## src/source/fpu_config.svh

```systemverilog
`ifndef FPU_CONFIG_SVH
`define FPU_CONFIG_SVH

// ******************************
// Operation codes
// ******************************
`define FPU_OP_ADD          5'd0
`define FPU_OP_SUB          5'd1
`define FPU_OP_MUL          5'd2
`define FPU_OP_MOV          5'd3
`define FPU_OP_CMP_EQUAL    5'd4
`define FPU_OP_CMP_LESS     5'd5
`define FPU_OP_CMP_LEQUAL   5'd6
`define FPU_OP_SGNJ         5'd7
`define FPU_OP_SGNJN        5'd8
`define FPU_OP_SGNJX        5'd9
`define FPU_OP_MIN          5'd10
`define FPU_OP_MAX          5'd11

`define FPU_SIGN_MASK       32'h8000_0000

`define FPU_ADD_LATENCY     4 // Cycles from the request edge to the ready pulse.
`define FPU_MUL_LATENCY     3

`endif

```

## src/source/fpu_pkg.sv

```systemverilog
`default_nettype none

package fpu_pkg;

	typedef logic [31:0] float_t; // Sign in bit 31, exponent in 30:23, fraction in 22:0.

	typedef logic [4:0] fpu_op_t;

	typedef logic signed [9:0] exp_t; // Room for overflow and underflow before packing.

	typedef logic [26:0] mant_t; // Hidden bit, fraction, then guard, round and sticky.

	// Shared by the add and mul sequencers.
	typedef enum logic [2:0] {
		IDLE,
		STAGE1,
		STAGE2,
		STAGE3,
		DONE
	} unit_state_t;

endpackage

`default_nettype wire

```

## src/source/fpu.sv

```systemverilog
`timescale 1ns/1ps
`default_nettype none

`include "fpu_config.svh"

module fpu
	import fpu_pkg::*;
(
	input wire logic i_clock,
	input wire logic i_rst_n,
	input wire logic i_request,
	input wire fpu_op_t i_op,
	input wire float_t i_op1,
	input wire float_t i_op2,
	output logic o_ready,
	output float_t o_result
);

	logic add_request;
	logic add_ready;
	float_t add_op2;
	float_t add_result;

	logic mul_request;
	logic mul_ready;
	float_t mul_result;

	logic cmp_request;
	logic cmp_ready;
	logic cmp_equal;
	logic cmp_less;

	logic sel_ready;

	// ******************************
	// Unit requests
	// ******************************
	assign add_request = i_request && (i_op == `FPU_OP_ADD || i_op == `FPU_OP_SUB);
	assign add_op2 = (i_op == `FPU_OP_SUB) ? (i_op2 ^ `FPU_SIGN_MASK) : i_op2;

	assign mul_request = i_request && (i_op == `FPU_OP_MUL);

	assign cmp_request = i_request && (
		i_op == `FPU_OP_CMP_EQUAL ||
		i_op == `FPU_OP_CMP_LESS ||
		i_op == `FPU_OP_CMP_LEQUAL ||
		i_op == `FPU_OP_MIN ||
		i_op == `FPU_OP_MAX);

	fpu_add add_unit (
		.i_clock(i_clock),
		.i_rst_n(i_rst_n),
		.i_request(add_request),
		.i_op1(i_op1),
		.i_op2(add_op2),
		.o_ready(add_ready),
		.o_result(add_result)
	);

	fpu_mul mul_unit (
		.i_clock(i_clock),
		.i_rst_n(i_rst_n),
		.i_request(mul_request),
		.i_op1(i_op1),
		.i_op2(i_op2),
		.o_ready(mul_ready),
		.o_result(mul_result)
	);

	fpu_compare cmp_unit (
		.i_clock(i_clock),
		.i_rst_n(i_rst_n),
		.i_request(cmp_request),
		.i_op1(i_op1),
		.i_op2(i_op2),
		.o_ready(cmp_ready),
		.o_equal(cmp_equal),
		.o_less(cmp_less)
	);

	// ******************************
	// Result select
	// ******************************
	always_comb begin
		sel_ready = 1'b1; // Move and sign injection answer at once.
		case (i_op)
			`FPU_OP_ADD, `FPU_OP_SUB: begin
				sel_ready = add_ready;
				o_result = add_result;
			end
			`FPU_OP_MUL: begin
				sel_ready = mul_ready;
				o_result = mul_result;
			end
			`FPU_OP_MOV: o_result = i_op1;
			`FPU_OP_CMP_EQUAL: begin
				sel_ready = cmp_ready;
				o_result = {31'd0, cmp_equal};
			end
			`FPU_OP_CMP_LESS: begin
				sel_ready = cmp_ready;
				o_result = {31'd0, cmp_less};
			end
			`FPU_OP_CMP_LEQUAL: begin
				sel_ready = cmp_ready;
				o_result = {31'd0, cmp_equal | cmp_less};
			end
			`FPU_OP_SGNJ: o_result = {i_op2[31], i_op1[30:0]};
			`FPU_OP_SGNJN: o_result = {~i_op2[31], i_op1[30:0]};
			`FPU_OP_SGNJX: o_result = {i_op1[31] ^ i_op2[31], i_op1[30:0]};
			`FPU_OP_MIN: begin
				sel_ready = cmp_ready;
				o_result = cmp_less ? i_op1 : i_op2;
			end
			`FPU_OP_MAX: begin
				sel_ready = cmp_ready;
				o_result = cmp_less ? i_op2 : i_op1;
			end
			default: begin
				sel_ready = 1'b0;
				o_result = '0;
			end
		endcase
	end

	assign o_ready = i_request & sel_ready;

endmodule

`default_nettype wire

```

## src/source/fpu_add.sv

```systemverilog
`timescale 1ns/1ps
`default_nettype none

`include "fpu_config.svh"

module fpu_add
	import fpu_pkg::*;
(
	input wire logic i_clock,
	input wire logic i_rst_n,
	input wire logic i_request,
	input wire float_t i_op1,
	input wire float_t i_op2,
	output logic o_ready,
	output float_t o_result
);

	unit_state_t state;
	logic start;

	float_t r_op1;
	float_t r_op2;

	logic s1_sign;
	logic s1_sub;
	exp_t s1_exp;
	mant_t s1_mant_big;
	mant_t s1_mant_small;

	logic s2_sign;
	logic s2_zero;
	exp_t s2_exp;
	mant_t s2_mant;

	float_t op_big;
	float_t op_small;
	mant_t big_mant;
	mant_t small_mant;
	mant_t align_mask;
	mant_t align_mant;
	logic [7:0] align_shift;

	logic [27:0] sum;
	logic [4:0] lead_zeros;
	mant_t norm_mant;
	exp_t norm_exp;

	logic round_up;
	logic [24:0] rounded;
	exp_t round_exp;
	float_t packed_result;

	assign start = (state == IDLE) && i_request;
	assign o_ready = (state == DONE);

	// ******************************
	// Unpack and align
	// ******************************
	always_comb begin
		if (r_op1[30:0] >= r_op2[30:0]) begin
			op_big = r_op1;
			op_small = r_op2;
		end else begin
			op_big = r_op2;
			op_small = r_op1;
		end
		big_mant = (op_big[30:23] == 8'd0) ? '0 : {1'b1, op_big[22:0], 3'b000};
		small_mant = (op_small[30:23] == 8'd0) ? '0 : {1'b1, op_small[22:0], 3'b000};
		align_shift = op_big[30:23] - op_small[30:23];
		align_mask = ~(mant_t'('1) << align_shift); // Bits that fall off the bottom.
		if (align_shift > 8'd26) begin
			align_mant = {26'd0, |small_mant};
		end else begin
			align_mant = small_mant >> align_shift;
			align_mant[0] = align_mant[0] | (|(small_mant & align_mask));
		end
	end

	// ******************************
	// Add and normalize
	// ******************************
	always_comb begin
		if (s1_sub) begin
			sum = {1'b0, s1_mant_big} - {1'b0, s1_mant_small};
		end else begin
			sum = {1'b0, s1_mant_big} + {1'b0, s1_mant_small};
		end
		lead_zeros = 5'd0;
		for (int i = 0; i < 27; i++) begin
			if (sum[i]) begin
				lead_zeros = 5'(26 - i); // Highest set bit wins.
			end
		end
		if (sum[27]) begin
			norm_mant = {sum[27:2], sum[1] | sum[0]};
			norm_exp = s1_exp + exp_t'(1);
		end else begin
			norm_mant = sum[26:0] << lead_zeros;
			norm_exp = s1_exp - exp_t'({5'd0, lead_zeros});
		end
	end

	// Round to nearest, ties to even, then pack.
	always_comb begin
		round_up = s2_mant[2] & (s2_mant[1] | s2_mant[0] | s2_mant[3]);
		rounded = {1'b0, s2_mant[26:3]} + 25'(round_up);
		round_exp = s2_exp + exp_t'({9'd0, rounded[24]});
		if (s2_zero || round_exp <= exp_t'(0)) begin
			packed_result = {s2_sign, 31'd0};
		end else if (round_exp >= exp_t'(255)) begin
			packed_result = {s2_sign, 8'hFF, 23'd0};
		end else begin
			packed_result = {s2_sign, round_exp[7:0], rounded[22:0]};
		end
	end

	always_ff @(posedge i_clock) begin
		if (!i_rst_n) begin
			state <= IDLE;
		end else begin
			case (state)
				IDLE: if (i_request) state <= STAGE1;
				STAGE1: state <= STAGE2;
				STAGE2: state <= STAGE3;
				STAGE3: state <= DONE;
				default: state <= IDLE; // DONE always falls back to IDLE.
			endcase
		end
	end

	always_ff @(posedge i_clock) begin
		if (start) begin
			r_op1 <= i_op1;
			r_op2 <= i_op2;
		end
		if (state == STAGE1) begin
			s1_sign <= op_big[31];
			s1_sub <= op_big[31] ^ op_small[31]; // Effective subtraction.
			s1_exp <= exp_t'({2'b00, op_big[30:23]});
			s1_mant_big <= big_mant;
			s1_mant_small <= align_mant;
		end
		if (state == STAGE2) begin
			s2_sign <= (sum == 28'd0 && s1_sub) ? 1'b0 : s1_sign; // Exact cancel gives +0.
			s2_zero <= (sum == 28'd0);
			s2_exp <= norm_exp;
			s2_mant <= norm_mant;
		end
		if (state == STAGE3) begin
			o_result <= packed_result;
		end
	end

	assert property (@(posedge i_clock) disable iff (!i_rst_n)
		o_ready |=> !o_ready);

	assert property (@(posedge i_clock) disable iff (!i_rst_n)
		o_ready |-> $past(start, `FPU_ADD_LATENCY));

endmodule

`default_nettype wire

```

## src/source/fpu_compare.sv

```systemverilog
`timescale 1ns/1ps
`default_nettype none

module fpu_compare
	import fpu_pkg::*;
(
	input wire logic i_clock,
	input wire logic i_rst_n,
	input wire logic i_request,
	input wire float_t i_op1,
	input wire float_t i_op2,
	output logic o_ready,
	output logic o_equal,
	output logic o_less
);

	logic [30:0] mag1;
	logic [30:0] mag2;
	logic equal;
	logic less;

	always_comb begin
		mag1 = (i_op1[30:23] == 8'd0) ? '0 : i_op1[30:0];
		mag2 = (i_op2[30:23] == 8'd0) ? '0 : i_op2[30:0];
		equal = (mag1 == 31'd0 && mag2 == 31'd0) || (i_op1[31] == i_op2[31] && mag1 == mag2);
		if (mag1 == 31'd0 && mag2 == 31'd0) begin
			less = 1'b0; // Plus and minus zero are the same value.
		end else if (i_op1[31] != i_op2[31]) begin
			less = i_op1[31];
		end else if (i_op1[31]) begin
			less = (mag1 > mag2); // Both negative, so the bigger magnitude is lower.
		end else begin
			less = (mag1 < mag2);
		end
	end

	always_ff @(posedge i_clock) begin
		if (!i_rst_n) begin
			o_ready <= 1'b0;
		end else begin
			o_ready <= i_request & ~o_ready; // One pulse, then a fresh sample.
		end
	end

	always_ff @(posedge i_clock) begin
		if (i_request && !o_ready) begin
			o_equal <= equal;
			o_less <= less;
		end
	end

	assert property (@(posedge i_clock) disable iff (!i_rst_n)
		o_ready |-> !(o_equal && o_less));

endmodule

`default_nettype wire

```

## src/source/fpu_mul.sv

```systemverilog
`timescale 1ns/1ps
`default_nettype none

`include "fpu_config.svh"

module fpu_mul
	import fpu_pkg::*;
(
	input wire logic i_clock,
	input wire logic i_rst_n,
	input wire logic i_request,
	input wire float_t i_op1,
	input wire float_t i_op2,
	output logic o_ready,
	output float_t o_result
);

	unit_state_t state;
	logic start;

	float_t r_op1;
	float_t r_op2;

	logic s1_sign;
	logic s1_zero;
	exp_t s1_exp;
	logic [47:0] s1_prod;

	logic [47:0] product;
	exp_t prod_exp;

	mant_t norm_mant;
	exp_t norm_exp;
	logic round_up;
	logic [24:0] rounded;
	exp_t round_exp;
	float_t packed_result;

	assign start = (state == IDLE) && i_request;

	assign product = {1'b1, r_op1[22:0]} * {1'b1, r_op2[22:0]};
	assign prod_exp = exp_t'({2'b00, r_op1[30:23]}) + exp_t'({2'b00, r_op2[30:23]})
		- exp_t'(127);

	// ******************************
	// Normalize, round and pack
	// ******************************
	always_comb begin
		if (s1_prod[47]) begin
			norm_mant = {s1_prod[47:22], |s1_prod[21:0]};
			norm_exp = s1_exp + exp_t'(1);
		end else begin
			norm_mant = {s1_prod[46:21], |s1_prod[20:0]};
			norm_exp = s1_exp;
		end
		round_up = norm_mant[2] & (norm_mant[1] | norm_mant[0] | norm_mant[3]);
		rounded = {1'b0, norm_mant[26:3]} + 25'(round_up);
		round_exp = norm_exp + exp_t'({9'd0, rounded[24]});
		if (s1_zero || round_exp <= exp_t'(0)) begin
			packed_result = {s1_sign, 31'd0};
		end else if (round_exp >= exp_t'(255)) begin
			packed_result = {s1_sign, 8'hFF, 23'd0};
		end else begin
			packed_result = {s1_sign, round_exp[7:0], rounded[22:0]};
		end
	end

	always_ff @(posedge i_clock) begin
		if (!i_rst_n) begin
			state <= IDLE;
			o_ready <= 1'b0;
		end else begin
			o_ready <= (state == STAGE2);
			case (state)
				IDLE: if (i_request) state <= STAGE1;
				STAGE1: state <= STAGE2;
				STAGE2: state <= DONE;
				default: state <= IDLE;
			endcase
		end
	end

	always_ff @(posedge i_clock) begin
		if (start) begin
			r_op1 <= i_op1;
			r_op2 <= i_op2;
		end
		if (state == STAGE1) begin
			s1_sign <= r_op1[31] ^ r_op2[31];
			s1_zero <= (r_op1[30:23] == 8'd0) || (r_op2[30:23] == 8'd0); // Denormals too.
			s1_exp <= prod_exp;
			s1_prod <= product;
		end
		if (state == STAGE2) begin
			o_result <= packed_result;
		end
	end

	assert property (@(posedge i_clock) disable iff (!i_rst_n)
		o_ready |-> (state == DONE) && $past(start, `FPU_MUL_LATENCY));

endmodule

`default_nettype wire

```

## config.mk

```make
export PLATFORM = sky130hd
export DESIGN_NAME = fpu
export DESIGN_NICKNAME = d
export VERILOG_FILES = /design/src/source/fpu_pkg.sv /design/src/source/fpu.sv /design/src/source/fpu_add.sv /design/src/source/fpu_compare.sv /design/src/source/fpu_mul.sv
export VERILOG_INCLUDE_DIRS = /design/src /design/src/source
export SDC_FILE = /design/constraint.sdc
export NUM_CORES = 2
export LEC_CHECK = 0
export BUFFER_PORTS_ARGS = -buffer_cell sky130_fd_sc_hd__buf_2
export CAP_MARGIN = 25
export CORE_MARGIN = 1
export CORE_UTILIZATION = 48
export DETAILED_ROUTE_END_ITERATION = 16
export PLACE_DENSITY = 0.65
export SETUP_SLACK_MARGIN = 0.05
export SYNTH_ARGS = -nofsm -noshare
export SYNTH_HDL_FRONTEND = slang
export SYNTH_SLANG_ARGS = --single-unit
```

## constraint.sdc

```tcl
create_clock -name i_clock -period 16.3 [get_ports i_clock]
set_input_delay 2.445 -clock i_clock [delete_from_list [all_inputs] [get_ports i_clock]]
set_output_delay 2.445 -clock i_clock [all_outputs]
set_load 0.01 [all_outputs]
```

== After elaboration in Yosys (flattened, before gate mapping) ==
Cells that the tools add are included.
Storage, ports and cells
  register bits: 365
  bits of input ports: 72
  output and inout bits: 33
  word-level logic and storage cells: 188
Cells by class
  $add $sub $neg: 12
  $mul: 1
  $lt $le $gt $ge: 8
  eq/ne operators: 22
  shift-type cells: 3
  multiplexer cells: 52
  bitwise gates (word level): 18
  reduce and logical (&&, ||, !) cells: 40
Operator list (count)
  $pmux W32 S11: 1
  $mux W32: 5
  $mux W5: 27
  $mux W31: 4
  $mux W27: 3
  $logic_not A31 Y1: 2
  $reduce_or A27 Y1: 2
  $add A24 B1 Y25: 2
  $logic_not A8 Y1: 6
  $mul A24 B24 Y48: 1
  $eq A31 B31 Y1: 1
  $ge A31 B31 Y1: 1
  $gt A31 B31 Y1: 1
  $lt A31 B31 Y1: 1
  $add A27 B27 Y28: 1
  $logic_not A28 Y1: 1
  $mux W28: 1
  $sub A27 B27 Y28: 1
  $and A27 B27 Y27: 1
  $not A27 Y27: 1
  $shl A27 B5 Y27: 1
  $shl A27 B8 Y27 const A: 1
  $shr A27 B8 Y27: 1
  $mux W26: 1
  40 further kinds: 89

== Depth between registers and ports, before layout ==
  depth after elaboration: 31
  depth in mapped cells: 33
  gate-level depth less buffers: 29

== By module ==
A second synthesis with hierarchy kept.
Second synthesis, totals
  cell total of the unflattened synthesis: 4633
  area, all modules: 43918.4 µm²
By module, submodules not included
  fpu_mul: times used 1, cells each 2591, area each 25567.0 µm², seq. area each 4764.6 µm²
  fpu_add: times used 1, cells each 1627, area each 14988.1 µm², seq. area each 5945.7 µm²
  fpu: times used 1, cells each 254, area each 2209.6 µm², seq. area each 0.0 µm²
  fpu_compare: times used 1, cells each 161, area each 1153.6 µm², seq. area each 80.1 µm²

== Least setup slack after synthesis ==
No wires, ideal clock.
  path type: in2reg
  start point: input i_op[1]
  end point: register add_unit.r_op1[0] (enable)
  library setup time: 0.644 ns
  data arrival time: 9.818 ns
  data required time: 15.656 ns
  setup slack: 5.838 ns
  stages on the path: 5
  buffers on the path: 2
  cells stage by stage: clkbuf_1 -> nor4_1 -> clkbuf_1 -> nand2_1 -> nor4_1
On the way
  longest elaborated chain between the ends: 4
  elaborated cells between the ends (all ways): 5
  those cells by class: 1 x eq/ne; 4 x reduce/logical
RTL lines
  from (decl): RTL line fpu.sv:12  | input wire fpu_op_t i_op,
  $eq A5 B1 Y1 / $logic_not A5 Y1 (equally long branches)
  $logic_or A1 B1 Y1 (no source line) *
  $logic_and A1 B1 Y1 *: RTL line fpu.sv:38  | assign add_request = i_request && (i_op == `FPU_OP_ADD || i_op == `FPU_OP_SUB);
  $logic_and A1 B1 Y1 *: RTL line fpu_add.sv:53  | assign start = (state == IDLE) && i_request;
  net add_unit.start: RTL line fpu_add.sv:19  | logic start;
  to (signal assigned): RTL line fpu_add.sv:133  | r_op1 <= i_op1;
  to (decl): RTL line fpu_add.sv:21  | float_t r_op1;
Mark *: on every way through the listed nets, which the timed path passes. The rest lies on a longest branch.
A chain may end at the register's enable or synchronous reset.

== Worst setup path in the final report ==
  start point: register mul_unit.r_op2[9]
  end point: register mul_unit.s1_prod[46] (data pin)
On the way
  longest elaborated chain between the ends: 1
RTL lines
  from (decl): RTL line fpu_mul.sv:22  | float_t r_op2;
  from (signal assigned): RTL line fpu_mul.sv:86  | r_op2 <= i_op2;
  $mul A24 B24 Y48: RTL line fpu_mul.sv:41  | assign product = {1'b1, r_op1[22:0]} * {1'b1, r_op2[22:0]};
  net mul_unit.product[46]: RTL line fpu_mul.sv:29  | logic [47:0] product;
  to (signal assigned): RTL line fpu_mul.sv:92  | s1_prod <= product;
  to (decl): RTL line fpu_mul.sv:27  | logic [47:0] s1_prod;
The timed path passes the listed nets, and every way through them passes these cells.

==> metrics.txt <==
RSZ-0062 raised after global routing=false; worst setup path startpoint=mul_unit.r_op2[9]; area of the die=0.0893 mm2; Clock Root Buffer=clkbuf_16; leakage=19.8 nW; sw frac=35.0%; core area=~0.087 mm2; vias=33,500; final hold slack=0.476 ns; logic gate share of total power=a little over a third; CP max stage delay=1.06 ns; Net Switching=about 1.1 mW; CTS resizes=0; final hold vios=0; Setup crit end kind=flip-flop; fin. max-slew vios=0; post-CTS setup buffers=0; pwr/cell area=70.9 mW/mm2; Layout area overhead=7.59%; clock tree from TritonCTS=built; Peak VDD IR=about 0.074 mV; period utilization=53.8%; Fin Clk Skew=0.0472 ns; I/O pin count=105; Crit Reg-Reg Endpoint=mul_unit.s1_prod[46]; Tot GR Track Use=between 20% and 30%; synth unique cells=100; Slew @ Worst Pin=1.10 ns; cells on worst reg2reg path=28; GR Overflow Total=0; number of max-cap violations=0; DIE HEIGHT=299 um; status=finished, final reports clean; Fin Setup TNS=0 ns; pin count of the biggest net entering global routing=between 60 and 70; DRT antenna net count=0; Starting Density=between 40% and 50%; post-synthesis register bit count=362; startpoint types=flip-flop; worst-path maximum fanout=24; Main synth FF type=edfxtp_1; Worst Setup EP=mul_unit.s1_prod[46]; Seq/Total Area, Yosys=25.5%; Post-CTS Hold Fix Bufs=0; Total Power=between 3 and 4 mW; Data required, critical path=approximately 17 ns; Vias/cell=5.91; number of remaining DRC errors=0; synth warn=0; EDFF count, synth=between 300 and 400; first-pass GRT wire length=199,000 um; post-synthesis async set-or-reset flop share=0%; internal power=~2.1 mW; WP data arrival=9.12 ns; Clock Path Buffers=3; R2R Setup Slk=7.54 ns; Synth Area per Inst=9.40 um2; worst r2r src=mul_unit.r_op2[9]; most used cell, CP=fa_1; clock latency on the worst-skew pair=0.60 ns; TritonCTS Buffers=41; Syn Std Cell Area=approximately 0.042 mm2; crit path time final=approximately 8.8 ns; clock-pin transition on the worst setup and hold timing paths=~0.070 ns; drt first pass iters=9; Crit Path Class=flip-flop to flip-flop; FMAX=114 MHz; fin area=0.0455 mm2; # nets final=5,332; layout cells sized above 1=7.28%; Sink Count=about 360; Final setup violation count=0; Die Width=299 um; H-tree depth=2; DP HPWL=a little under 100,000 um; synthesized net count=5,343; number of global-route vias before repair=32,900; num rows=between 100 and 150; DR iter-0 viols=3,525; Worst slew margin=26.5%; initial antenna violation count=7; PortBufs=104; final WL=128,000 um; wire per inst=22.6 um; sequential power share=33.7%; dpl cell area=0.0439 mm2; Hold Crit Class=flip-flop to flip-flop; Worst path slowest cell=edfxtp_1; Mapped Cells=4,500; Clock power frac=between 20% and 30%; final RePlAce weighted congestion=0.969
## stage by stage
| stage | utilization [%] | cells | worst slack (ns) |
|---|---|---|---|
| 6_report | 52.3 | 5677 | 7.54 |
| 5_1_grt | 52.3 | 5676 | 7.04 |
| 4_1_cts | 52.1 | 5668 | 7.58 |
| 3_5_place_dp | 50.5 | 5593 | 7.60 |
| 3_3_place_gp | 50.5 | 5592 | 7.65 |
| 2_1_floorplan | - | 4500 | 5.84 |
## registers in the layout, indices dropped and copies added, names as in the netlist, 3 cells and up
name / flops
add_unit.s1_mant_small: 27
add_unit.s1_exp: 8
add_unit.r_op2: 32
add_unit.state: 3
mul_unit.s1_exp: 10
add_unit.r_op1: 32
mul_unit.state: 3
add_unit.o_result: 32
mul_unit.o_result: 32
mul_unit.s1_prod: 48
mul_unit.r_op2: 32
add_unit.s2_mant: 27
add_unit.s2_exp: 10
add_unit.s1_mant_big: 24
mul_unit.r_op1: 32
## cells by family (layout without fill, tap and decap cells)
group           Yosys count  in the layout  synth area share (%)
other cells               0              1                     0
xor+xnor                193            193                  4.03
compound gates          744            744                  12.0
simple gates           1513           1513                  17.3
flops                   362            362                  25.5
mux                      86             86                  2.30
fa+ha+maj               771            771                  31.4
buf+inv                 831            852                  7.53
## final cells by class
class	count	area, um2
Antenna cell	1	2.50
Clock buffer	46	1070
Clock inverter	29	322
Fill cell	7982	41500
Inverter	605	2270
Multi-Input combinational cell	3307	28500
Sequential cell	362	10800
Tap cell	1155	1450
Timing Repair Buffer	172	1160
## power groups by stage
stage | clock network [mW] | registers (mW) | logic [mW]
after floorplan | 0 | 1.10 | 0.819
after global placement | 0 | 1.11 | 1.15
after detailed placement | 0 | 1.11 | 1.15
after CTS | 0.978 | 1.09 | 1.16
after global routing | 1.01 | 1.09 | 1.30
final | 0.966 | 1.09 | 1.17
## how the worst min path moves through the flow
stage,from,to,slack (ns),depth (start not counted)
floorplan,add_unit.s2_sign,add_unit.o_result[31],0.40,0
global placement,mul_unit.s1_sign,mul_unit.o_result[31],0.43,0
detailed placement,mul_unit.s1_sign,mul_unit.o_result[31],0.43,0
CTS,mul_unit.s1_sign,mul_unit.o_result[31],0.47,0
global route,mul_unit.s1_sign,mul_unit.o_result[31],0.48,0
finish,mul_unit.s1_sign,mul_unit.o_result[31],0.48,0
## metal layers
metal  GRT usage (%)  share of wire [%]  up-vias
met5               0             0.0094        -
met4            8.30                3.1        2
met3            5.08                9.7      233
met2            43.1                 43     1600
met1            43.2                 44    16600
li1                -                  -    15100
## critical path: cells and delay by family, from the launching register on
family                   cells  cell delay, ns
AO/OA/AOI/OAI               12            2.71
adder cells (fa/ha/maj)      8            3.83
XOR/XNOR                     1            0.08
flip-flops                   1            1.06
AND/OR/NAND/NOR              2            0.56
buffers and inverters        5            0.27
## layout by cell type, fill, tap and decap left out, types with 42 or more instances in the layout
master     instances
and2_1           272
xnor2_1          115
o21ai_0          117
mux2i_1           60
xor2_1            72
a21o_1            45
nor2_1           216
nand2_1          612
edfxtp_1         354
nand3_1           91
nor2b_1           42
a211oi_1          42
clkbuf_16         43
ha_1             287
buf_2            104
nor3_1            62
fa_1             484
buf_4             60
a21oi_1          200
inv_1            600
## Yosys cell counts (7+ instances only)
cell,instances,share of area (%)
or2_2,12,0.18
a222oi_1,31,0.73
clkbuf_1,188,1.7
a221oi_1,9,0.19
o31a_1,7,0.14
a22oi_1,9,0.16
a21o_1,45,0.80
fa_1,484,23
nor3b_1,11,0.20
xor2_1,74,1.5
or3_1,17,0.25
xnor2_1,117,2.4
buf_2,15,0.18
a211o_1,8,0.17
o21a_1,31,0.55
o31ai_1,21,0.37
mux4_2,7,0.37
dfxtp_1,8,0.38
o22ai_1,19,0.28
nand3_1,92,1.1
nand4_1,29,0.43
a21oi_1,200,2.4
mux2i_1,60,1.4
a31oi_1,22,0.33
ha_1,287,8.5
a21boi_0,14,0.25
nor4_1,44,0.65
edfxtp_1,354,25
buf_1,16,0.14
nand3b_1,8,0.14
nand2b_1,24,0.35
nor3_1,64,0.76
a32oi_1,8,0.17
a211oi_1,43,0.76
o21bai_1,19,0.34
inv_1,600,5.3
o21ai_1,14,0.17
mux2_2,19,0.51
o211ai_1,32,0.57
o21ai_0,117,1.4
and2_1,272,4.0
and3_1,33,0.49
nor2_1,217,1.9
nand2_1,612,5.4
nor2b_1,42,0.62
Note: power is estimated with default switching activity, not from simulation.
